===== config.mk =====
export PLATFORM = sky130hd
export DESIGN_NAME = data_array
export DESIGN_NICKNAME = d
export VERILOG_FILES = /design/src/common/icache_pkg.sv /design/src/icache/data_array.sv
export SDC_FILE = /design/constraint.sdc
export NUM_CORES = 2
export LEC_CHECK = 0
export BUFFER_PORTS_ARGS = -buffer_cell sky130_fd_sc_hd__buf_2
export CAP_MARGIN = 20
export CORE_MARGIN = 2
export CORE_UTILIZATION = 50
export CTS_CLUSTER_DIAMETER = 200
export DETAILED_ROUTE_END_ITERATION = 16
export GPL_ROUTABILITY_DRIVEN = 0
export PLACE_DENSITY_LB_ADDON = 0.05
export SLEW_MARGIN = 20
export SYNTH_ARGS = -nofsm -noshare
export SYNTH_HDL_FRONTEND = slang
export SYNTH_SLANG_ARGS = --single-unit
export TNS_END_PERCENT = 10

===== constraint.sdc =====
create_clock -name Clk -period 3.4 [get_ports Clk]
set_input_delay 0.34 -clock Clk [delete_from_list [all_inputs] [get_ports Clk]]
set_output_delay 0.34 -clock Clk [all_outputs]
set_load 0.1 [all_outputs]

===== src/common/icache_pkg.sv =====
package icache_pkg;

    // Byte address width seen by the core and the memory
    localparam int ADDR_W = 32;

    // Instruction word and memory beat width
    localparam int WORD_W = 32;

    // Address bits that pick a byte inside a word
    localparam int BYTE_OFFSET = 2;

    // Controller states
    //   ST_IDLE     lookups are taken, hits answered
    //   ST_REQUEST  memory request raised, beat counter cleared
    //   ST_FILL     block beats written as they arrive
    //   ST_RESPOND  requested word read out of the fresh block
    typedef enum logic [1:0] {
        ST_IDLE    = 2'b00,
        ST_REQUEST = 2'b01,
        ST_FILL    = 2'b10,
        ST_RESPOND = 2'b11
    } ctrl_state_t;

endpackage


===== src/icache/data_array.sv =====
`timescale 1ns/1ps

module data_array import icache_pkg::*; #(
    parameter int NUM_SETS    = 8,
    parameter int NUM_WAYS    = 4,
    parameter int BLOCK_WORDS = 4,
    localparam int SET_W = $clog2(NUM_SETS),
    localparam int WAY_W = $clog2(NUM_WAYS),
    localparam int OFF_W = $clog2(BLOCK_WORDS)
) (
    input  logic              Clk,
    input  logic              MemDataReady,
    input  logic [WORD_W-1:0] MemDataIn,
    input  logic [SET_W-1:0]  fill_set,
    input  logic [WAY_W-1:0]  fill_way,
    input  logic [OFF_W-1:0]  beat_index,
    input  logic              rd_en,
    input  logic [SET_W-1:0]  rd_set,
    input  logic [WAY_W-1:0]  rd_way,
    input  logic [OFF_W-1:0]  rd_offset,
    output logic [WORD_W-1:0] Instruction
);

    localparam int IDX_W = SET_W + WAY_W + OFF_W;
    localparam int DEPTH = NUM_SETS * NUM_WAYS * BLOCK_WORDS;

    // One flat word array, indexed by set, way and word
    logic [WORD_W-1:0] mem [DEPTH];

    logic [IDX_W-1:0] wr_idx;
    logic [IDX_W-1:0] rd_idx;

    assign wr_idx = {fill_set, fill_way, beat_index};
    assign rd_idx = {rd_set, rd_way, rd_offset};

    // Each refill beat lands as it arrives
    always_ff @(posedge Clk) begin
        if (MemDataReady) begin
            mem[wr_idx] <= MemDataIn;
        end
    end

    // Word held until the next read
    always_ff @(posedge Clk) begin
        if (rd_en) begin
            Instruction <= mem[rd_idx];
        end
    end

endmodule


* Word-level counts from Yosys, hierarchy flattened
Memory sizes are Yosys's and may differ from the RTL's. A register that Yosys moved wholly into a read port is not among the register bits. Cells that the tools add are included.
Word-level totals: bits in registers 0, word-level logic and storage cells 3, bits of input ports 49, bits in writable memories 4096, output and inout port bits 32, memories kept 1
Memories:
- mem | depth 128, width 32, read ports 1, clocked after Yosys merged registers in 1, wr ports 1, line data_array.sv:28 | logic [WORD_W-1:0] mem [DEPTH];
Cells by class: muxes and demuxes 2
Operator list (count):
- $mux 1 | 2

* Depth between registers and ports, before layout
depth in word-level cells 2, depth in mapped cells 8, depth with buffers taken out 4

* Worst setup path after synthesis
OpenSTA, ideal clock, no wires.
path kind input port to flip-flop, start input port MemDataReady, end memory mem[98][0] (enable), path buffers 1, stages on the path 3, data arrival time 3.118 ns, path slack -0.179 ns, setup time 0.461 ns, cell sequence clkbuf_1 -> nand4_1 -> nor3_1
Between the ends: word-level cells in the longest chain between the ends 2
Ends and longest elaborated chain:
- from (decl) | line data_array.sv:12 | input logic MemDataReady,
- $mux 1 | line data_array.sv:38 | if (MemDataReady) begin
- $mux 1 (implied by the code) | line data_array.sv:39 | mem[wr_idx] <= MemDataIn;
- to (decl) | line data_array.sv:28
No other way between the ends.

==> reports/metrics.cfg <==
[timing]
slew_headroom = 0.281
hold_viol_final = 0
finalSetupTns_ps = 0
period_share = 0.816
worst_pin_slew_ps = 1080
finalSetupViolCount = 0
fin_worst_skew_ps = 50.0
max_freq_ghz = 0.361
whs_ps = 64.1
slew_viol_final = 0
setup_slack_ps = 626
rsz0062_at_grt = false
finalCriticalPeriod_ps = 2770

[route]
avgRoutedWirePerCell_um = 39.0
routed_wl_um = 439000
num_vias = 72600
drc_errors = 0
ant_nets = 0
vias_per_cell = 6.46
drtPass1Iterations = 6
first_iter_violations = 10800

[global_route]
grt_pass1_vias = 72800
grt_overflow = 0
grt_pass1_wl_um = 602000
grt_start_max_net_pins = 98
antenna_found_initial = 56
gr-usage-all-layers = 0.279

[critical_path]
path_class = reg -> reg
cp-start-kind = flip-flop
path_max_fanout = 1
cp.required_ps = 4100
cp-end-kind = flip-flop
cp.arrival_ps = 3470

[logic_synthesis]
ys.flop_type = edfxtp_1
ys_ff_latch = 4128
yosysTopAreaCell = edfxtp_1
syn_nets = 6039
synth_edf_count = 4128
synth_commonest_cells = edfxtp_1 (4128), mux4_2 (1344), clkbuf_1 (182)
synth_cell_types = 16
yosys_warnings = 0
synth.area.top_cells = edfxtp_1 (79%), mux4_2 (19%), clkbuf_1 (0.44%)
async_reset_ff_frac = 0
synth.most_common_cell = edfxtp_1
synthCells = 5990
synth_top_area_share = 0.792
synth_area_sq_um = 157000
synth_area_per_cell_sq_um = 26.1
ys_seq_area_frac = 0.792

[final_layout]
layout-drive-gt1-share = 0.382
design_area_sq_um = 183000
fin_nets = 6763
syn2layout_area_growth_pct = 16.8

[cts]
cts_tree = built
h-tree-depth = 5
cts_buffers = 424
insertion_delay_ps = 960
root_buffer = clkbuf_16
clock_path_buffers = 4
clkTransAtPathRegs_ps = 60
cts_sinks = 4128

[run]
maxCapViolations = 0

[run_status]
status = finished clean

[min_path]
hold_path.class = in -> reg

[floorplan]
start_util = 0.502
die_area_sq_um = 318000
core-area_sq_um = 312000
die_x_um = 564
rows = 205
ios = 81
die_h_um = 564

[pwr]
power.total_mw = 108
peakVddDrop_mv = 0.497
p_per_area_nw_per_um2 = 593
p_leak_nw = 56.6

[place]
placement.cell_area_sq_um = 169000
place_ws_ps = -274
numPortBuffers = 80
hpwl_um = 255000

routing by layer:
| metal | global-route usage | share of wire | up-vias |
|---|---|---|---|
| met5 | 0 | 0.00033 | - |
| met3 | 0.0468 | 0.082 | 540 |
| li1 | - | - | 28000 |
| met2 | 0.433 | 0.47 | 3243 |
| met1 | 0.420 | 0.42 | 40800 |
| met4 | 0.0663 | 0.025 | 24 |
timing repair:
item	CTS	global route
gates resized for setup	0	0
hold buffers	27	3
hold endpoints to repair	882	41
setup buffers	0	0
path summary, 6_finish.rpt:
kind / startpoint / to / slack [ps] / cells past startpoint
worst max-delay path: mem[63][8]$_DFFE_PP_ / Instruction[8]$_DFFE_PP_ / 630 / 4
worst min register to register: mem[92][13]$_DFFE_PP_ / Instruction[13]$_DFFE_PP_ / 1200 / 4
worst max register to register: mem[63][8]$_DFFE_PP_ / Instruction[8]$_DFFE_PP_ / 630 / 4
worst min-delay path: MemDataIn[10] / mem[0][10]$_DFFE_PP_ / 60 / 1
final cells by class:
class,instances,area (sq um)
fill,21800,129000
antenna,26,65.1
tap,4140,5180
sequential,4128,124000
clock buffer,505,11000
timing repair buffer,614,7730
clock inverter,279,2560
multi-input combinational,1546,32300
kinds of logic after synthesis:
| logic type | after synthesis | synth area share |
|---|---|---|
| simple gates | 170 | 0.00445 |
| mux | 1376 | 0.196 |
| buf+inv | 316 | 0.00837 |
| flops | 4128 | 0.792 |
report_power, final:
part	total [mW]	leakage (nW)	switching (mW)	internal [mW]
registers	56.4	37.1	0.155	56.3
logic	6.38	12.8	3.97	2.41
clock network	45.6	6.69	19.5	26.1
total	108	56.6	23.6	84.8
cells in the final DEF, fill, tap and decap left out, drive strengths merged:
cell type and count:
clkinvlp 8, nand2b 2, or3 1, nor2b 7, bufinv 39, clkbuf 505, mux2 32, clkinv 224
nand2 14, edfxtp 4128, buf 584, nand4 3, mux4 1344, dlygate4sd3 30, inv 8, diode 26
nand3 12, nor3 9, nor2 122
critical path, stage by stage (launching register included):
cell      delay (ps)
edfxtp_1         350
mux4_2           490
mux4_2           670
mux4_2           670
mux2_2           320
flip-flops by register name, summed over array words and instances (netlist names):
signal,count
Instruction,32
mem,4096
per-stage QoR:
step	std cells	utilization
after floorplan	5990	-
after global placement	10400	0.542
after detailed placement	10400	0.542
after CTS	11200	0.586
after global routing	11200	0.587
final	11200	0.587
(Power assumes the default switching activity.)
