<file path="src/icache/way_select.sv">
`timescale 1ns/1ps

module way_select #(
    parameter int NUM_SETS = 8,
    parameter int NUM_WAYS = 4,
    localparam int SET_W = $clog2(NUM_SETS),
    localparam int WAY_W = $clog2(NUM_WAYS)
) (
    input  logic                Clk,
    input  logic                rst,
    input  logic [SET_W-1:0]    fill_set,
    input  logic [NUM_WAYS-1:0] valid_bits,
    input  logic                fill_commit,
    output logic [WAY_W-1:0]    victim_way
);

    logic [WAY_W-1:0] rr_ptr [NUM_SETS];
    logic             set_full;

    assign set_full = &valid_bits;

    // Empty ways first, lowest index wins, else the set's pointer
    always_comb begin
        victim_way = rr_ptr[fill_set];
        for (int w = NUM_WAYS - 1; w >= 0; w--) begin
            if (!valid_bits[w]) begin
                victim_way = WAY_W'(w);
            end
        end
    end

    always_ff @(posedge Clk) begin
        if (rst) begin
            for (int s = 0; s < NUM_SETS; s++) begin
                rr_ptr[s] <= '0;
            end
        end else if (fill_commit && set_full) begin
            // Only an eviction moves the pointer
            if (rr_ptr[fill_set] == WAY_W'(NUM_WAYS - 1)) begin
                rr_ptr[fill_set] <= '0;
            end else begin
                rr_ptr[fill_set] <= rr_ptr[fill_set] + 1'b1;
            end
        end
    end

endmodule

</file>
<file path="config.mk">
export PLATFORM = sky130hd
export DESIGN_NAME = way_select
export DESIGN_NICKNAME = d
export VERILOG_FILES = /design/src/icache/way_select.sv
export SDC_FILE = /design/constraint.sdc
export NUM_CORES = 1
export LEC_CHECK = 0
export CAP_MARGIN = 20
export CORE_MARGIN = 2
export CORE_UTILIZATION = 60
export CTS_BUF_LIST = sky130_fd_sc_hd__clkbuf_4
export DETAILED_ROUTE_END_ITERATION = 8
export DONT_BUFFER_PORTS = 1
export PLACE_DENSITY = 0.76
export SLEW_MARGIN = 25
export SYNTH_ARGS = -nofsm -noshare
export SYNTH_HDL_FRONTEND = slang
export SYNTH_SLANG_ARGS = --single-unit
</file>
<file path="constraint.sdc">
create_clock -name Clk -period 3.3 [get_ports Clk]
set_clock_uncertainty 0.2 [all_clocks]
set_input_delay 0.495 -clock Clk [delete_from_list [all_inputs] [get_ports Clk]]
set_output_delay 0.495 -clock Clk [all_outputs]
set_load 0.01 [all_outputs]
</file>
# Yosys cells after proc, flatten, opt, wreduce, memory -nomap -nowiden
# Memory sizes are Yosys's and may differ from the RTL's.
# Index checks and enable logic that the tools add are counted.
[word_totals]
reg_bits = 0
ram_bits = 16
in_bits = 10
out_inout_bits = 2
word_cells = 25
mem_count = 1
[classes]
add_sub_neg = 1
n_eq_ne = 1
n_mux = 18
bitwise_logic = 1
n_reduce_logical = 3
[memory_table]
columns = ["memory", "words", "width", "rd", "rd_ports_with_merged_regs", "wr", "line", "text"]
rows = [
  ["rr_ptr", 8, 2, 1, 0, 8, "17", "logic [WAY_W-1:0] rr_ptr [NUM_SETS];"],
]
[op_table]
columns = ["op", "count"]
rows = [
  ["2-bit two-way mux", 6],
  ["1-bit two-way mux", 11],
  ["4-bit AND reduction", 1],
  ["3-bit two-way mux", 1],
  ["2-bit by 1-bit adder with 2-bit output, second input constant", 1],
  ["2-bit equality test, second input constant", 1],
  ["2-bit OR reduction", 1],
  ["1-bit logical AND", 1],
  ["1-bit bitwise OR", 1],
]

# Logic depth before layout (Yosys ltp)
# An unclocked memory read counts as a cell.
[logic_depth]
word_depth = 9
ltp_mapped = 10
mapped_depth_nobuf = 7

# Least setup slack after synthesis
# OpenSTA, ideal clock, no wires.
[synth_path]
kind = "input to register"
startpoint = "in fill_set[2]"
endpoint = "mem rr_ptr[1][1] (netlist name), data pin"
setup_ps = 269
t_arrival_ps = 1957
t_required_ps = 2831
setup_slack_ps = 874
cell_stages = 9
n_path_buf = 2
cell_sequence = "buf_6 -> mux2i_1 -> nor2_1 -> a221o_1 -> buf_6 -> or2_1 -> ha_1 -> nand3b_1 -> nor3_1"
[synth_rtl]
columns = ["element", "line", "text"]
rows = [
  ["from (decl)", "11", "input logic [SET_W-1:0] fill_set,"],
  ["to (decl)", "17", ""],
]

==> metrics.log <==
[metrics] outcome: finished clean
[metrics] core utilization of the finished layout: 64.6%
[metrics] NumNets Final: 101
[metrics] Core Box Area: 1490 sq um
[metrics] relative max-transition margin: 73.8%
[metrics] number of warnings reported in the yosys synthesis log: 0
[metrics] clock transition time at the flip-flop clock pins of the worst setup and hold paths: 0.09 ns
[metrics] maximum achievable frequency: 0.398 GHz
[metrics] critical path start-end classification: flop to flop
[metrics] crit path launch type: flop
[metrics] largest registers: rr_ptr: 16 flops
[metrics] CTS tree: yes
[metrics] FP Rows: 14
[metrics] # hold bufs at CTS: 0
[metrics] Die Span Y: 43.8 um
[metrics] Tot GR Track Use: 22.0%
[metrics] Die W: 43.8 um
[metrics] proportion of layout cells with a drive suffix above 1: 7.95%
[metrics] flip-flop count of the largest register after layout: 16
[metrics] Mean Syn Cell Area: 10.6 sq um
[metrics] Clock Sinks: 16
[metrics] # setup viols final: 0
[metrics] routed wire length per instance: 16.8 um
[metrics] vias in the first global route: 649
[metrics] Starting Density: 63.9%
[metrics] critical path endpoint category: flop
[metrics] top flip-flop cell by instance count after synthesis: sky130_fd_sc_hd__edfxtp_1
[metrics] asr flop ratio synth: 0%
[metrics] first-pass GRT wire length: 2.93 mm
[metrics] maximum buffer depth of the clock tree: 2
[metrics] number of enable-type register cells in the synthesized netlist: 16
[metrics] net count after synthesis: 101
[metrics] Hold Crit Class: input pin to flop
[metrics] Post CTS Setup Buffer Count: 0
[metrics] worst setup slack for register-to-register paths: 0.79 ns
[metrics] share of the cycle needed by the critical path after routing: 76.1%
[metrics] number of max-cap violations: 0
[metrics] clk_lat worst skew: 0.29 ns
[metrics] detailed placer's ending HPWL: 1.26 mm
[metrics] count of boundary I/O pins: 12
[metrics] post-synth design cell area: 952 sq um
[metrics] post-synthesis register bit count: 16
[metrics] number of antenna violations at the first check in global routing: 0
[metrics] worst hold path stage count: 1
[metrics] final slew viol count: 0
[metrics] DRC violation total after the first TritonRoute iteration: 40
[metrics] TritonCTS Buffers: 3
[metrics] number of vias per cell: 6.70
[metrics] final weighted congestion in routability-driven placement: 0.849
[metrics] leakage component of the power: 0.000339 uW
[metrics] Yosys cell types: 28
[metrics] gate count after technology mapping: 90
[metrics] Pwr per Cell Area: 388 nW/um^2
[metrics] Slew @ Worst Pin: 0.389 ns
[metrics] pin count of the biggest net entering global routing: 20
[metrics] routed wire length: 1.74 mm
[metrics] final hold violations: 0
[metrics] setup repair after global routing missed its margin: false
[metrics] remaining design rule violation count: 0
[metrics] Diodes inserted: 0
[metrics] total number of vias: 697
[metrics] post-cts gate resize count: 0
[metrics] aggregate global routing overflow: 0
[metrics] number of input and output port buffers inserted: 0
[metrics] path depth of the worst reg2reg path: 6
[metrics] share of the yosys chip area belonging to registers: 50.5%
[metrics] worst IR drop on VDD: 0.285 mV
[metrics] required time of the worst setup path: 3.22 ns
[metrics] maximum net fanout on the critical path: 10
[metrics] cell chosen for the clock root: sky130_fd_sc_hd__clkbuf_4
[metrics] DIE AREA: 1920 sq um
[metrics] H-tree Lvls: 1
[metrics] router iterations before antenna repair: 4
[metrics] Final TNS setup: 0 ns
[metrics] final worst path period need: 2.51 ns
[metrics] register containing the most flip-flops in the final layout: rr_ptr
[metrics] synth-to-layout area growth: 1.05%
[metrics] number of routed nets with antenna violations: 0
[metrics] critical path arrival: 2.43 ns
[layout make-up]
class	instances	area (sq um)
fill	121	527
sequential	16	480
multi-input combinational	67	428
clock buffer	3	22.5
tap	16	20.0
timing repair buffer	1	7.51
inverter	1	3.75
[path summary, 6_finish.rpt]
kind / to / start
worst max-delay path: rr_ptr[3][1] / rr_ptr[1][0]
worst min-delay path: rr_ptr[2][1] / fill_set[2]
worst max register to register: rr_ptr[3][1] / rr_ptr[1][0]
worst min register to register: rr_ptr[5][0] / rr_ptr[4][0]
[routing by layer]
layer  share of wire, %  GRT usage [%]  up-vias
met5                  0              0        -
met4                2.4           10.9        0
met3                9.6           3.75        5
met2                 42           30.6       44
met1                 46           32.9      306
li1                   -              -      342
[metrics by stage]
| stage | worst slack, ns | hold WS (ns) | instances | area [sq um] | total power (uW) |
|---|---|---|---|---|---|
| after global routing | 0.660 | 0.190 | 104 | 962 | 386 |
| after floorplan | 0.874 | 0.510 | 90 | 952 | 277 |
| after detailed placement | 0.678 | 0.500 | 101 | 940 | 276 |
| final | 0.790 | 0.194 | 104 | 962 | 373 |
| after CTS | 0.796 | 0.188 | 104 | 962 | 375 |
| after global placement | 0.727 | 0.496 | 101 | 940 | 275 |
[cells in the mapped netlist, types with 3 or more instances]
cell type,n,area (sq um)
sky130_fd_sc_hd__nor2_1,10,37.5
sky130_fd_sc_hd__nand3_1,3,15.0
sky130_fd_sc_hd__nand2b_1,5,31.3
sky130_fd_sc_hd__nand2_1,7,26.3
sky130_fd_sc_hd__nor4_1,8,50.1
sky130_fd_sc_hd__nor3_1,3,15.0
sky130_fd_sc_hd__a21o_1,3,22.5
sky130_fd_sc_hd__o21bai_1,5,37.5
sky130_fd_sc_hd__a21oi_1,3,15.0
sky130_fd_sc_hd__mux2i_1,3,30.0
sky130_fd_sc_hd__edfxtp_1,16,480
[cell usage in the layout, fill, tap and decap left out, types with 5 or more instances in the layout]
master,count
sky130_fd_sc_hd__nand2b_1,5
sky130_fd_sc_hd__o21bai_1,5
sky130_fd_sc_hd__nand2_1,7
sky130_fd_sc_hd__edfxtp_1,16
sky130_fd_sc_hd__nor4_1,8
sky130_fd_sc_hd__nor2_1,10
[power by group]
part | internal, uW | switching, uW | leakage, uW
logic | 18.3 | 21.9 | 0.000161
registers | 230 | 1.82 | 0.000165
clock network | 42.5 | 58.8 | 0.0000138
[logic make-up after synthesis]
family | Yosys count | synth area share [%]
simple gates | 43 | 23.8
buf+inv | 7 | 4.60
mux | 5 | 5.91
fa+ha+maj | 1 | 1.31
flops | 16 | 50.5
compound gates | 18 | 13.9
[critical path: stages, from the launching register on]
cell,delay (ns)
sky130_fd_sc_hd__edfxtp_1,0.39
sky130_fd_sc_hd__mux2_4,0.27
sky130_fd_sc_hd__a221o_1,0.45
sky130_fd_sc_hd__or2_1,0.26
sky130_fd_sc_hd__ha_1,0.20
sky130_fd_sc_hd__nand3b_1,0.33
sky130_fd_sc_hd__nor3_1,0.24
Note: power is estimated with default switching activity, not from simulation.
