<file path="src/common/icache_pkg.sv">
package icache_pkg;

    // Byte address width seen by the core and the memory
    localparam int ADDR_W = 32;

    // Instruction word and memory beat width
    localparam int WORD_W = 32;

    // Address bits that pick a byte inside a word
    localparam int BYTE_OFFSET = 2;

    // Controller states
    //   ST_IDLE     lookups are taken, hits answered
    //   ST_REQUEST  memory request raised, beat counter cleared
    //   ST_FILL     block beats written as they arrive
    //   ST_RESPOND  requested word read out of the fresh block
    typedef enum logic [1:0] {
        ST_IDLE    = 2'b00,
        ST_REQUEST = 2'b01,
        ST_FILL    = 2'b10,
        ST_RESPOND = 2'b11
    } ctrl_state_t;

endpackage

</file>
<file path="src/icache/icache_ctrl.sv">
`timescale 1ns/1ps

module icache_ctrl import icache_pkg::*; #(
    parameter int NUM_SETS    = 8,
    parameter int NUM_WAYS    = 4,
    parameter int BLOCK_WORDS = 4,
    localparam int SET_W = $clog2(NUM_SETS),
    localparam int WAY_W = $clog2(NUM_WAYS),
    localparam int OFF_W = $clog2(BLOCK_WORDS),
    localparam int TAG_W = ADDR_W - SET_W - OFF_W - BYTE_OFFSET
) (
    input  logic              Clk,
    input  logic              rst,
    input  logic              ReadEnable,
    input  logic [ADDR_W-1:0] ReadAddress,
    input  logic              hit,
    input  logic [WAY_W-1:0]  hit_way,
    input  logic [WAY_W-1:0]  victim_way,
    input  logic              last_beat,
    input  logic              MemDataReady,
    output logic              Ready,
    output logic              Busy,
    output logic [ADDR_W-1:0] MemReadAddress,
    output logic              MemReadRequest,
    output logic              start,
    output logic              fill_commit,
    output logic [SET_W-1:0]  fill_set,
    output logic [TAG_W-1:0]  fill_tag,
    output logic [OFF_W-1:0]  fill_offset,
    output logic [WAY_W-1:0]  fill_way,
    output logic              rd_en,
    output logic [SET_W-1:0]  rd_set,
    output logic [WAY_W-1:0]  rd_way,
    output logic [OFF_W-1:0]  rd_offset
);

    // Lowest address bit of the set index
    localparam int SET_LSB = BYTE_OFFSET + OFF_W;

    ctrl_state_t       state;
    logic [ADDR_W-1:0] miss_addr;
    logic [WAY_W-1:0]  victim_q;
    logic              lookup;
    logic              beat_taken;

    assign lookup     = (state == ST_IDLE) && ReadEnable && !Busy;
    assign beat_taken = (state == ST_FILL) && MemDataReady;

    // Fields of the outstanding miss
    assign fill_set    = miss_addr[SET_LSB +: SET_W];
    assign fill_tag    = miss_addr[ADDR_W-1:SET_LSB+SET_W];
    assign fill_offset = miss_addr[BYTE_OFFSET +: OFF_W];
    assign fill_way    = victim_q;

    assign MemReadAddress = {miss_addr[ADDR_W-1:SET_LSB], {SET_LSB{1'b0}}};

    assign start       = (state == ST_REQUEST);
    assign fill_commit = beat_taken && last_beat;

    // Hit reads come straight from the fetch address, refill answers from the latched miss
    assign rd_en     = (lookup && hit) || (state == ST_RESPOND);
    assign rd_set    = (state == ST_RESPOND) ? fill_set    : ReadAddress[SET_LSB +: SET_W];
    assign rd_way    = (state == ST_RESPOND) ? fill_way    : hit_way;
    assign rd_offset = (state == ST_RESPOND) ? fill_offset : ReadAddress[BYTE_OFFSET +: OFF_W];

    always_ff @(posedge Clk) begin
        if (rst) begin
            state          <= ST_IDLE;
            Ready          <= 1'b0;
            Busy           <= 1'b0;
            MemReadRequest <= 1'b0;
        end else begin
            // Word is registered in the data array on the same edge
            Ready <= rd_en;
            case (state)
                ST_IDLE: begin
                    if (lookup && !hit) begin
                        state <= ST_REQUEST;
                    end
                end
                ST_REQUEST: begin
                    MemReadRequest <= 1'b1;
                    Busy           <= 1'b1;
                    state          <= ST_FILL;
                end
                ST_FILL: begin
                    if (fill_commit) begin
                        MemReadRequest <= 1'b0;
                        state          <= ST_RESPOND;
                    end
                end
                ST_RESPOND: begin
                    Busy  <= 1'b0;
                    state <= ST_IDLE;
                end
                default: begin
                    state <= ST_IDLE;
                end
            endcase
        end
    end

    always_ff @(posedge Clk) begin
        if (lookup && !hit) begin
            miss_addr <= ReadAddress;
        end
        // Victim taken once fill_set points at the missing set
        if (state == ST_REQUEST) begin
            victim_q <= victim_way;
        end
    end

endmodule

</file>
<file path="config.mk">
export PLATFORM = sky130hd
export DESIGN_NAME = icache_ctrl
export DESIGN_NICKNAME = d
export VERILOG_FILES = /design/src/common/icache_pkg.sv /design/src/icache/icache_ctrl.sv
export SDC_FILE = /design/constraint.sdc
export NUM_CORES = 1
export LEC_CHECK = 0
export BUFFER_PORTS_ARGS = -buffer_cell sky130_fd_sc_hd__buf_2
export CORE_UTILIZATION = 25
export CTS_BUF_LIST = sky130_fd_sc_hd__clkbuf_4
export CTS_CLUSTER_SIZE = 24
export DETAILED_ROUTE_END_ITERATION = 10
export HOLD_SLACK_MARGIN = 0.06
export PLACE_DENSITY = 0.61
export SYNTH_ARGS = -nofsm -noshare
export SYNTH_HDL_FRONTEND = slang
export SYNTH_SLANG_ARGS = --single-unit
</file>
<file path="constraint.sdc">
create_clock -name Clk -period 5 [get_ports Clk]
set_input_delay 1 -clock Clk [delete_from_list [all_inputs] [get_ports Clk]]
set_output_delay 1 -clock Clk [all_outputs]
set_load 0.02 [all_outputs]
</file>
Yosys cells after proc, flatten, opt, wreduce, memory -nomap -nowiden
Index checks and enable logic that the tools add are counted.

word-level totals
  register bits after elaboration = 39
  bits of input ports = 42
  output and inout port bits = 77
  logic and storage cells = 34

operators by class
  equal/unequal tests = 5
  multiplexer cells = 9
  reductions and logical operators = 14

operators with widths
  cell                                                                      number
  2-bit 2-to-1 mux                                                          4
  2-bit case mux with 4 select lines                                        1
  1-bit logical AND                                                         6
  2-bit == test (second input constant)                                     2
  1-bit case mux with 2 select lines                                        2
  2-bit AND reduction                                                       2
  2-bit nonzero test                                                        2
  3-bit 2-to-1 mux                                                          1
  2-bit by 1-bit == test with 1-bit output (second input constant)          1
  1-bit logical NOT                                                         2
  2-bit logical NOT                                                         1
  2-bit by 1-bit inequality test with 1-bit output (second input constant)  1
  2-bit inequality test (second input constant)                             1
  1-bit logical OR                                                          1
  1-bit 2-to-1 mux                                                          1

Longest topological paths before layout
Gate-level depths: netlist of the first run.

  word-level depth = 6
  mapped depth = 5
  depth with buffers taken out = 5

Worst setup path after synthesis of the first run
OpenSTA, ideal clock, no wires.

  kind = input to output
  from = input ReadAddress[2]
  to = output rd_offset[0]
  arrival time = 1.302 ns
  data required time = 4.000 ns
  slack = 2.698 ns
  stages = 1
  buffers on the path = 0
  cell sequence = mux2_2

between the ends
  cells in the longest elaborated chain, start to end = 1

RTL lines
  what              line               text
  start, declared   icache_ctrl.sv:15  input logic [ADDR_W-1:0] ReadAddress,
  2-bit 2-to-1 mux  icache_ctrl.sv:64  assign rd_offset = (state == ST_RESPOND) ? fill_offset : ReadAddress[BYTE_OFFSET +: OFF_W];
  end, declared     icache_ctrl.sv:34  output logic [OFF_W-1:0] rd_offset

Every way passes these cells.

Final worst setup path of the first run
  from = register state[1]
  to = output rd_set[1]

between the ends
  cells in the longest elaborated chain, start to end = 2

RTL lines
  what                    line               text
  start, declared         icache_ctrl.sv:40  ctrl_state_t state;
  start signal, assigned  icache_ctrl.sv:68  state <= ST_IDLE;
  start signal, assigned  icache_ctrl.sv:78  state <= ST_REQUEST;
  start signal, assigned  icache_ctrl.sv:84  state <= ST_FILL;
  2-bit == test           icache_ctrl.sv:62  assign rd_set = (state == ST_RESPOND) ? fill_set : ReadAddress[SET_LSB +: SET_W];
  3-bit 2-to-1 mux        icache_ctrl.sv:62
  end, declared           icache_ctrl.sv:32  output logic [SET_W-1:0] rd_set,

Every way passes these cells.

==> qor.txt, run 1 <==
crit path kind: reg -> out
Final WS setup: 2310 ps
Worst EP required: 4000 ps
Post-CTS Setup Bufs: 0
overflow left after global routing: 0
Combinational Power Share: 0.352
CTS tree: built
Core Util, Final: 0.342
cts repair resizes: 0
Area Overhead vs Synth: 30.7%
origin of the worst setup path: state[1]$_SDFFE_PP0P_
top cells by area, synth: edfxtp_1 61%, buf_4 15%, dfxtp_1 6.4%, mux2_2 5.0%, ha_1 3.2%
Syn Inst Count: 103
Pint: 586 µW
Reg power frac: 0.467
vias per cell: 3.91
core area: 0.00599 mm²
largest net degree at the start of global routing: 31
Cell variety after synth: 20
placed inst area: 0.00199 mm²
setup_tns: 0 ps
die area: 0.00659 mm²
Mapped Area: 0.00157 mm²
status: complete, no violations
CTS Buf Count: 5
starting density of the core: 0.261
total iterations of the first detailed-routing run: 3
clock latency on the worst-skew pair: 320 ps
P_sw: 334 µW
Pins Over Slew Limit: 0
IO Pins: 119
period utilization: 0.539
peak supply drop: 0.000203 V
slew of the pin with the lowest slew margin: 1170 ps
routed len/inst: 12.7 µm
worst hold path type: reg -> reg
Cell Pwr Density: 450 mW/mm²
sequential fraction of the synthesis area: 0.677
DPL Wire Length: 2690 µm
Fin. Hold Viols: 0
total power: 920 µW
Layout Skew: 2.13 ps
critical path data arrival time: 1690 ps
fin crit period: 2690 ps
yosys warns: 0
Leak: 0.959 nW
CP Max Fanout: 9
# fillers: 610
Worst Setup Start Kind: register
min-delay src: MemReadRequest$_SDFFE_PP0P_
Total GRT Usage: 0.105
post-route ant nets: 0
diode count: 0
Net Sw Frac: 0.363
post-synth top area cell: edfxtp_1
clock buffer depth: 2
max frequency: 0.371 GHz
DIE HEIGHT: 81.2 µm
WL final: 3410 µm
H-Tree Depth: 2
Iter 0 DRT Violations: 51
CTS root buffer: clkbuf_4
most frequent cells in the layout: 112 x buf_2, 32 x edfxtp_1, 8 x clkbuf_4, 7 x mux2_2
Place WS: 2330 ps
post-route cell area: 0.00205 mm²
CP endpoint kind: output pin
Finished Layout Cells: 268
Clk pwr share: 0.180
Clock transition at path regs: 100 ps
clock sinks: 37
layout cells sized above 1: 0.668
final setup violation count: 0
first-pass GRT wire length: 4910 µm
Max-slew headroom: 0.216
Rows: 28
total number of vias: 1,047
vias in the first global route: 1,028
cell count after placement: 260
initial antenna violation count: 0
Die X-Extent: 81.2 µm
Hold WS: 527 ps
Syn Area/Cell: 15.2 µm²
worst r2r src: state[0]$_SDFFE_PP0P_
GPL Wtd Cong: 0.738
number of remaining DRC errors: 0
RSZ-0062 raised after global routing: false
PortBufs: 112
CTS Hold Buffers Added: 0
max_cap viols: 0
Final nets: 238
Yosys top cell area share: 0.613
commonest non-fill, non-tap cell in the layout: buf_2
Yosys reg bits: 37
[synth_stat cells (all sizes together)]
cell type,count
nor3,1
edfxtp,32
buf,33
nor2,3
dfxtp,5
a22o,1
conb,1
mux2i,1
a21oi,1
nor2b,2
nand2b,2
mux2,7
a41o,1
nand4bb,1
inv,5
ha,4
nand3,1
nand2,1
a211oi,1
[worst paths after layout]
kind         cells past startpoint                           to  slack (ps)
max                              3                    rd_set[1]        2310
min                              2  MemReadRequest$_SDFFE_PP0P_         530
max reg2reg                      4      miss_addr[18]$_DFFE_PP_        2910
min reg2reg                      2  MemReadRequest$_SDFFE_PP0P_         530
[sequential cells by signal (all words and copies together) (netlist names)]
register	flops
Busy	1
miss_addr	30
MemReadRequest	1
fill_way	2
state	2
Ready	1
[power by group through the flow]
| stage | Clock (mW) | Sequential (mW) | Combinational (mW) |
|---|---|---|---|
| 2_1_floorplan | 0 | 0.490 | 0.197 |
| 4_1_cts | 0.178 | 0.432 | 0.330 |
| 6_report | 0.166 | 0.430 | 0.324 |
| 3_3_place_gp | 0 | 0.436 | 0.325 |
| 5_1_grt | 0.190 | 0.439 | 0.353 |
| 3_5_place_dp | 0 | 0.438 | 0.330 |
[final cells by class]
cell class                      count  area, µm²  share of cell area
Clock buffer                        8       60.1              0.0293
Inverter                            5       18.8             0.00917
Multi-Input combinational cell     31        253               0.123
Sequential cell                    37       1060               0.518
Tap cell                           75       93.8              0.0458
Timing Repair Buffer              112        561               0.274
[per-layer routing]
metal | global-route usage | routed length, µm | share of wire
met1 | 0.105 | 1260 | 0.37
met2 | 0.187 | 1850 | 0.54
met3 | 0.0539 | 284 | 0.083
met4 | 0.0321 | 15 | 0.0044
met5 | 0 | 0 | 0
[worst max-delay path, cell delays in order (launching register included)]
cell     delay, ps
dfxtp_1        390
ha_1           430
mux2_2         380
buf_2          170
[cell families after synthesis]
kind of cell,after synthesis,synth area share
flip-flops,37,0.677
buffers and inverters,38,0.169
AND/OR/NAND/NOR,11,0.0391
adder cells (fa/ha/maj),4,0.0320
multiplexers,8,0.0567
AO/OA/AOI/OAI,4,0.0240
other,1,0.00239
Note: power is estimated with default switching activity, not from simulation.
==> run 2: changes to the inputs <==
==> constraint.sdc (replaced) <==
create_clock -name Clk -period 2.6 [get_ports Clk]
set_input_delay 0.52 -clock Clk [delete_from_list [all_inputs] [get_ports Clk]]
set_output_delay 0.52 -clock Clk [all_outputs]
set_load 0.02 [all_outputs]
==> qor.txt, run 2 (synthesis results as in run 1) <==
diode count: 0 (unchanged)
core area: 0.00599 mm² (unchanged)
fin crit period: 2230 ps
critical path data arrival time: 1710 ps (+20 ps)
P_sw: 640 µW (+92%)
CTS Hold Buffers Added: 0 (unchanged)
worst r2r src: state[0]$_SDFFE_PP0P_
number of remaining DRC errors: 0 (unchanged)
max_cap viols: 0 (unchanged)
H-Tree Depth: 2 (unchanged)
met2 usage: 0.164 (-0.0227)
Area Overhead vs Synth: 31.4%
CP endpoint kind: output pin
setup_tns: 0 ps (unchanged)
Rows: 28 (unchanged)
clock latency on the worst-skew pair: 340 ps (+20 ps)
GPL Wtd Cong: 0.756 (+2.4%)
most frequent cells in the layout: 112 x buf_2, 32 x edfxtp_1, 7 x mux2_2, 7 x clkbuf_4
R2R cell count: 5 (+1)
worst path buffer plus inverter count: 1 (unchanged)
post-route ant nets: 0 (unchanged)
DIE HEIGHT: 81.2 µm (unchanged)
starting density of the core: 0.261 (unchanged)
Leak: 0.967 nW (+0.78%)
Worst Setup Start Kind: register
met1 Use GR: 0.106 (+0.000405)
Biggest register: miss_addr
worst hold path type: in -> reg
max reg flops: 30 (unchanged)
crit path kind: reg -> out
first-pass GRT wire length: 4660 µm (-4.9%)
Fin. Hold Viols: 0 (unchanged)
cell count after placement: 262 (+0.77%)
grt peak-use layer: met2
worst stage delay on the critical path: 440 ps (about the same)
status: complete, no violations
WL final: 3270 µm (-4.2%)
commonest non-fill, non-tap cell in the layout: buf_2
overflow left after global routing: 0 (unchanged)
Pint: 1.12 mW (+91%)
Clock transition at path regs: 110 ps (about the same)
clock buffer depth: 2 (unchanged)
Post-CTS Setup Bufs: 0 (unchanged)
Layout Skew: 12.6 ps (+10.4 ps)
total number of vias: 1,049 (+0.19%)
vias per cell: 3.89 (-0.55%)
initial antenna violation count: 0 (unchanged)
Crit Reg-Reg Endpoint: miss_addr[16]$_DFFE_PP_
cts repair resizes: 0 (unchanged)
die area: 0.00659 mm² (unchanged)
vias in the first global route: 999 (-2.8%)
Top Family by Delay on Critical Path: adder cells
IO Pins: 119 (unchanged)
R2R Setup Slk: 870 ps (-2040 ps)
min-delay src: ReadAddress[25]
Total GRT Usage: 0.0988 (-0.00583)
RSZ-0062 raised after global routing: false
DPL Wire Length: 2640 µm (-1.8%)
# fillers: 604 (-0.98%)
total iterations of the first detailed-routing run: 3 (unchanged)
Die X-Extent: 81.2 µm (unchanged)
max frequency: 0.448 GHz
CP Depth: 3 (unchanged)
CTS tree: built
peak supply drop: 0.000356 V (+75%)
Final nets: 240 (+0.84%)
Combinational Power Share: 0.359 (+0.007)
worst setup path end: rd_set[2]
CTS root buffer: clkbuf_4
crit path cell chain: ha_1, mux2_2, buf_2
Net Sw Frac: 0.364 (+0.000722)
area of the multi-input gates: 253 µm² (unchanged)
Reg power frac: 0.468 (about the same)
routed len/inst: 12.1 µm (-4.9%)
met3 usage: 0.0528 (-0.00112)
final setup violation count: 0 (unchanged)
Worst EP required: 2080 ps (-1920 ps)
clock sinks: 37 (unchanged)
Clk pwr share: 0.173 (-0.007)
Storage cell area: 0.00106 mm² (unchanged)
Pins Over Slew Limit: 0 (unchanged)
CTS Buf Count: 5 (unchanged)
origin of the worst setup path: state[1]$_SDFFE_PP0P_
Iter 0 DRT Violations: 30 (-41%)
PortBufs: 112 (unchanged)
period utilization: 0.859
Finished Layout Cells: 270 (+0.75%)
critical path's slowest cell: ha_1
CP Max Fanout: 9 (unchanged)
Cell Pwr Density: 855 mW/mm² (+90%)
layout cells sized above 1: 0.667 (-0.00173)
largest net degree at the start of global routing: 14 (-55%)
-- run 2: cell types whose count changed in the layout (fill, tap and decap cells not counted) --
| cell | previous run | this run |
|---|---|---|
| buf_4 | 0 | 2 |
| clkbuf_4 | 8 | 7 |
| clkinv_1 | 0 | 1 |
-- run 2: metrics by stage --
stage | utilization | power (mW) | cell area, µm² | hold slack (ps) | setup WS [ps]
6_report | 0.344 | 1.76 | 2060 | 349 | 367
5_1_grt | 0.344 | 1.88 | 2060 | 315 | 247
4_1_cts | 0.344 | 1.79 | 2060 | 327 | 320
3_5_place_dp | 0.334 | 1.48 | 2000 | 489 | 709
3_3_place_gp | 0.334 | 1.47 | 2000 | 480 | 723
2_1_floorplan | - | 1.32 | 1580 | 484 | 868
-- run 2: power groups by stage --
stage | sequential (mW) | clock, mW | combinational (mW)
floorplan | 0.942 | 0 | 0.380
global placement | 0.836 | 0 | 0.638
detailed placement | 0.840 | 0 | 0.641
CTS | 0.827 | 0.322 | 0.643
global route | 0.841 | 0.350 | 0.692
finish | 0.824 | 0.304 | 0.632
-- run 2: final cells by class --
type,instances,area share
multi-input combinational,31,0.123
inverter,5,0.00912
clock buffer,7,0.0255
timing repair buffer,114,0.280
clock inverter,1,0.00182
tap,75,0.0456
sequential,37,0.516
-- run 2: how the worst min path moves through the flow --
stage                                  endpoint  slack [ps]  cells after the start
floorplan                 state[1]$_SDFFE_PP0P_         480                      2
global placement    MemReadRequest$_SDFFE_PP0P_         480                      2
detailed placement  MemReadRequest$_SDFFE_PP0P_         490                      2
CTS                     miss_addr[19]$_DFFE_PP_         330                      1
global route            miss_addr[19]$_DFFE_PP_         320                      1
finish                  miss_addr[25]$_DFFE_PP_         350                      1
-- run 2: metal layers --
layer,wire (µm),part of all wire
met5,0,0
met4,23,0.0070
met3,327,0.10
met2,1690,0.52
met1,1230,0.38
==> run 3: changes to the inputs <==
==> constraint.sdc (replaced) <==
create_clock -name Clk -period 2.2 [get_ports Clk]
set_input_delay 0.44 -clock Clk [delete_from_list [all_inputs] [get_ports Clk]]
set_output_delay 0.44 -clock Clk [all_outputs]
set_load 0.02 [all_outputs]
==> qor.txt, run 3 (synthesis results as in run 1) <==
post-route cell area: 0.00206 mm² (+0.30%)
WL final: 3230 µm (-1.4%)
CP Max Fanout: 9 (unchanged)
Net Sw Frac: 0.361 (-0.00316)
R2R cell count: 5 (unchanged)
max reg flops: 30 (unchanged)
H-Tree Depth: 2 (unchanged)
total number of vias: 1,054 (+0.48%)
period utilization: 0.918
total iterations of the first detailed-routing run: 4 (+1)
Total GRT Usage: 0.0952 (-0.00362)
GPL Wtd Cong: 0.699 (-7.5%)
core area: 0.00599 mm² (unchanged)
origin of the worst setup path: state[1]$_SDFFE_PP0P_
max_cap viols: 0 (unchanged)
Final WS setup: 181 ps (-186 ps)
CP endpoint kind: output pin
worst hold path type: in -> reg
CTS Buf Count: 5 (unchanged)
Area Overhead vs Synth: 31.8%
initial antenna violation count: 0 (unchanged)
die area: 0.00659 mm² (unchanged)
final setup violation count: 0 (unchanged)
first-pass GRT wire length: 4370 µm (-6.2%)
Biggest register: miss_addr
crit path cell chain: ha_2, mux2_2, buf_2
worst setup path end: rd_set[2]
critical path's slowest cell: dfxtp_1
Crit Reg-Reg Endpoint: miss_addr[20]$_DFFE_PP_
commonest non-fill, non-tap cell in the layout: buf_2
Pins Over Slew Limit: 0 (unchanged)
most frequent cells in the layout: 112 x buf_2, 32 x edfxtp_1, 8 x clkbuf_4, 7 x mux2_2
clock latency on the worst-skew pair: 330 ps (about the same)
DPL Wire Length: 2600 µm (-1.3%)
Combinational Power Share: 0.356 (-0.003)
status: complete, no violations
Cell Pwr Density: 1020 mW/mm² (+19%)
starting density of the core: 0.261 (unchanged)
Iter 0 DRT Violations: 18 (-40%)
max layer used: met4
Leak: 0.967 nW (about the same)
Fin. Hold Viols: 0 (unchanged)
clock buffer depth: 2 (unchanged)
# fillers: 598 (-0.99%)
met2 routed WL: 1620 µm (-4.4%)
Die X-Extent: 81.2 µm (unchanged)
worst r2r src: state[0]$_SDFFE_PP0P_
total power: 2.10 mW (+19%)
IO Pins: 119 (unchanged)
clock sinks: 37 (unchanged)
CTS Hold Buffers Added: 0 (unchanged)
setup_tns: 0 ps (unchanged)
met3 wire length: 341 µm (+4.3%)
cell count after placement: 262 (unchanged)
P_sw: 757 µW (+18%)
DIE HEIGHT: 81.2 µm (unchanged)
Hold WS: 272 ps (-76.5 ps)
Storage cell area: 0.00106 mm² (unchanged)
DRT met1 WL: 1220 µm (-1.1%)
Reg power frac: 0.465 (-0.003)
number of remaining DRC errors: 0 (unchanged)
post-route ant nets: 0 (unchanged)
Pint: 1.34 mW (+20%)
area of the multi-input gates: 255 µm² (+0.99%)
CTS root buffer: clkbuf_4
Rows: 28 (unchanged)
R2R Setup Slk: 710 ps (-160 ps)
layout cells sized above 1: 0.677 (+0.0103)
critical path data arrival time: 1580 ps (-130 ps)
vias in the first global route: 904 (-9.5%)
vias per cell: 3.90 (+0.48%)
Worst EP required: 1760 ps (-320 ps)
worst stage delay on the critical path: 400 ps (-40 ps)
routed len/inst: 11.9 µm (-1.4%)
Place WS: 405 ps (-304 ps)
overflow left after global routing: 0 (unchanged)
fin crit period: 2020 ps
Clk pwr share: 0.179 (+0.006)
PortBufs: 112 (unchanged)
largest net degree at the start of global routing: 18 (+4)
RSZ-0062 raised after global routing: false
peak supply drop: 0.000497 V (+40%)
diode count: 0 (unchanged)
Finished Layout Cells: 270 (unchanged)
Layout Skew: 7.24 ps (-5.31 ps)
crit path kind: reg -> out
placed inst area: 0.00200 mm² (unchanged)
Worst Setup Start Kind: register
Clock transition at path regs: 110 ps (about the same)
CTS tree: built
max frequency: 0.495 GHz
Core Util, Final: 0.345 (+0.00104)
Final nets: 240 (unchanged)
[run 3: changes by cell type in the layout (fill, tap and decap cells not counted), sizes merged]
cell | before | now
clkbuf | 7 | 8
clkinv | 1 | 0
[run 3: worst min-delay path by stage]
stage                                     start  slack, ps                     endpoint  cells after the start
floorplan                 state[1]$_SDFFE_PP0P_        480        state[1]$_SDFFE_PP0P_                      2
global placement    MemReadRequest$_SDFFE_PP0P_        490  MemReadRequest$_SDFFE_PP0P_                      2
detailed placement  MemReadRequest$_SDFFE_PP0P_        480  MemReadRequest$_SDFFE_PP0P_                      2
CTS                             ReadAddress[11]        250      miss_addr[11]$_DFFE_PP_                      1
global route                    ReadAddress[24]        230      miss_addr[24]$_DFFE_PP_                      1
finish                          ReadAddress[17]        270      miss_addr[17]$_DFFE_PP_                      1
[run 3: layout make-up]
| class | instances | share of cell area |
|---|---|---|
| clock buffers | 8 | 0.0291 |
| inverters | 5 | 0.00909 |
| multi-input cells | 31 | 0.124 |
| flip-flops and latches | 37 | 0.514 |
| well taps | 75 | 0.0455 |
| repair buffers | 114 | 0.279 |
[run 3: critical path, delay by kind of cell (launching register included)]
kind                     cells  cell delay [ps]
flip-flops                   1              400
multiplexers                 1              360
adder cells (fa/ha/maj)      1              330
buffers and inverters        1              160
[run 3: routing by layer]
layer  global-route usage  up-vias
met5                    0        -
met4               0.0375        0
met3               0.0573        6
met2                0.145       63
met1                0.108      485
li1                     -      500
[run 3: timing repair]
action / CTS / global route
setup endpoints to repair: 0 / 7
gates resized for setup: 0 / 1
setup buffers: 0 / 0
[run 3: power groups by stage]
stage	Combinational [mW]	Sequential, mW	Clock (mW)
final	0.747	0.975	0.375
after global routing	0.813	0.993	0.430
after CTS	0.760	0.979	0.401
after detailed placement	0.759	0.993	0
after global placement	0.754	0.989	0
after floorplan	0.449	1.11	0
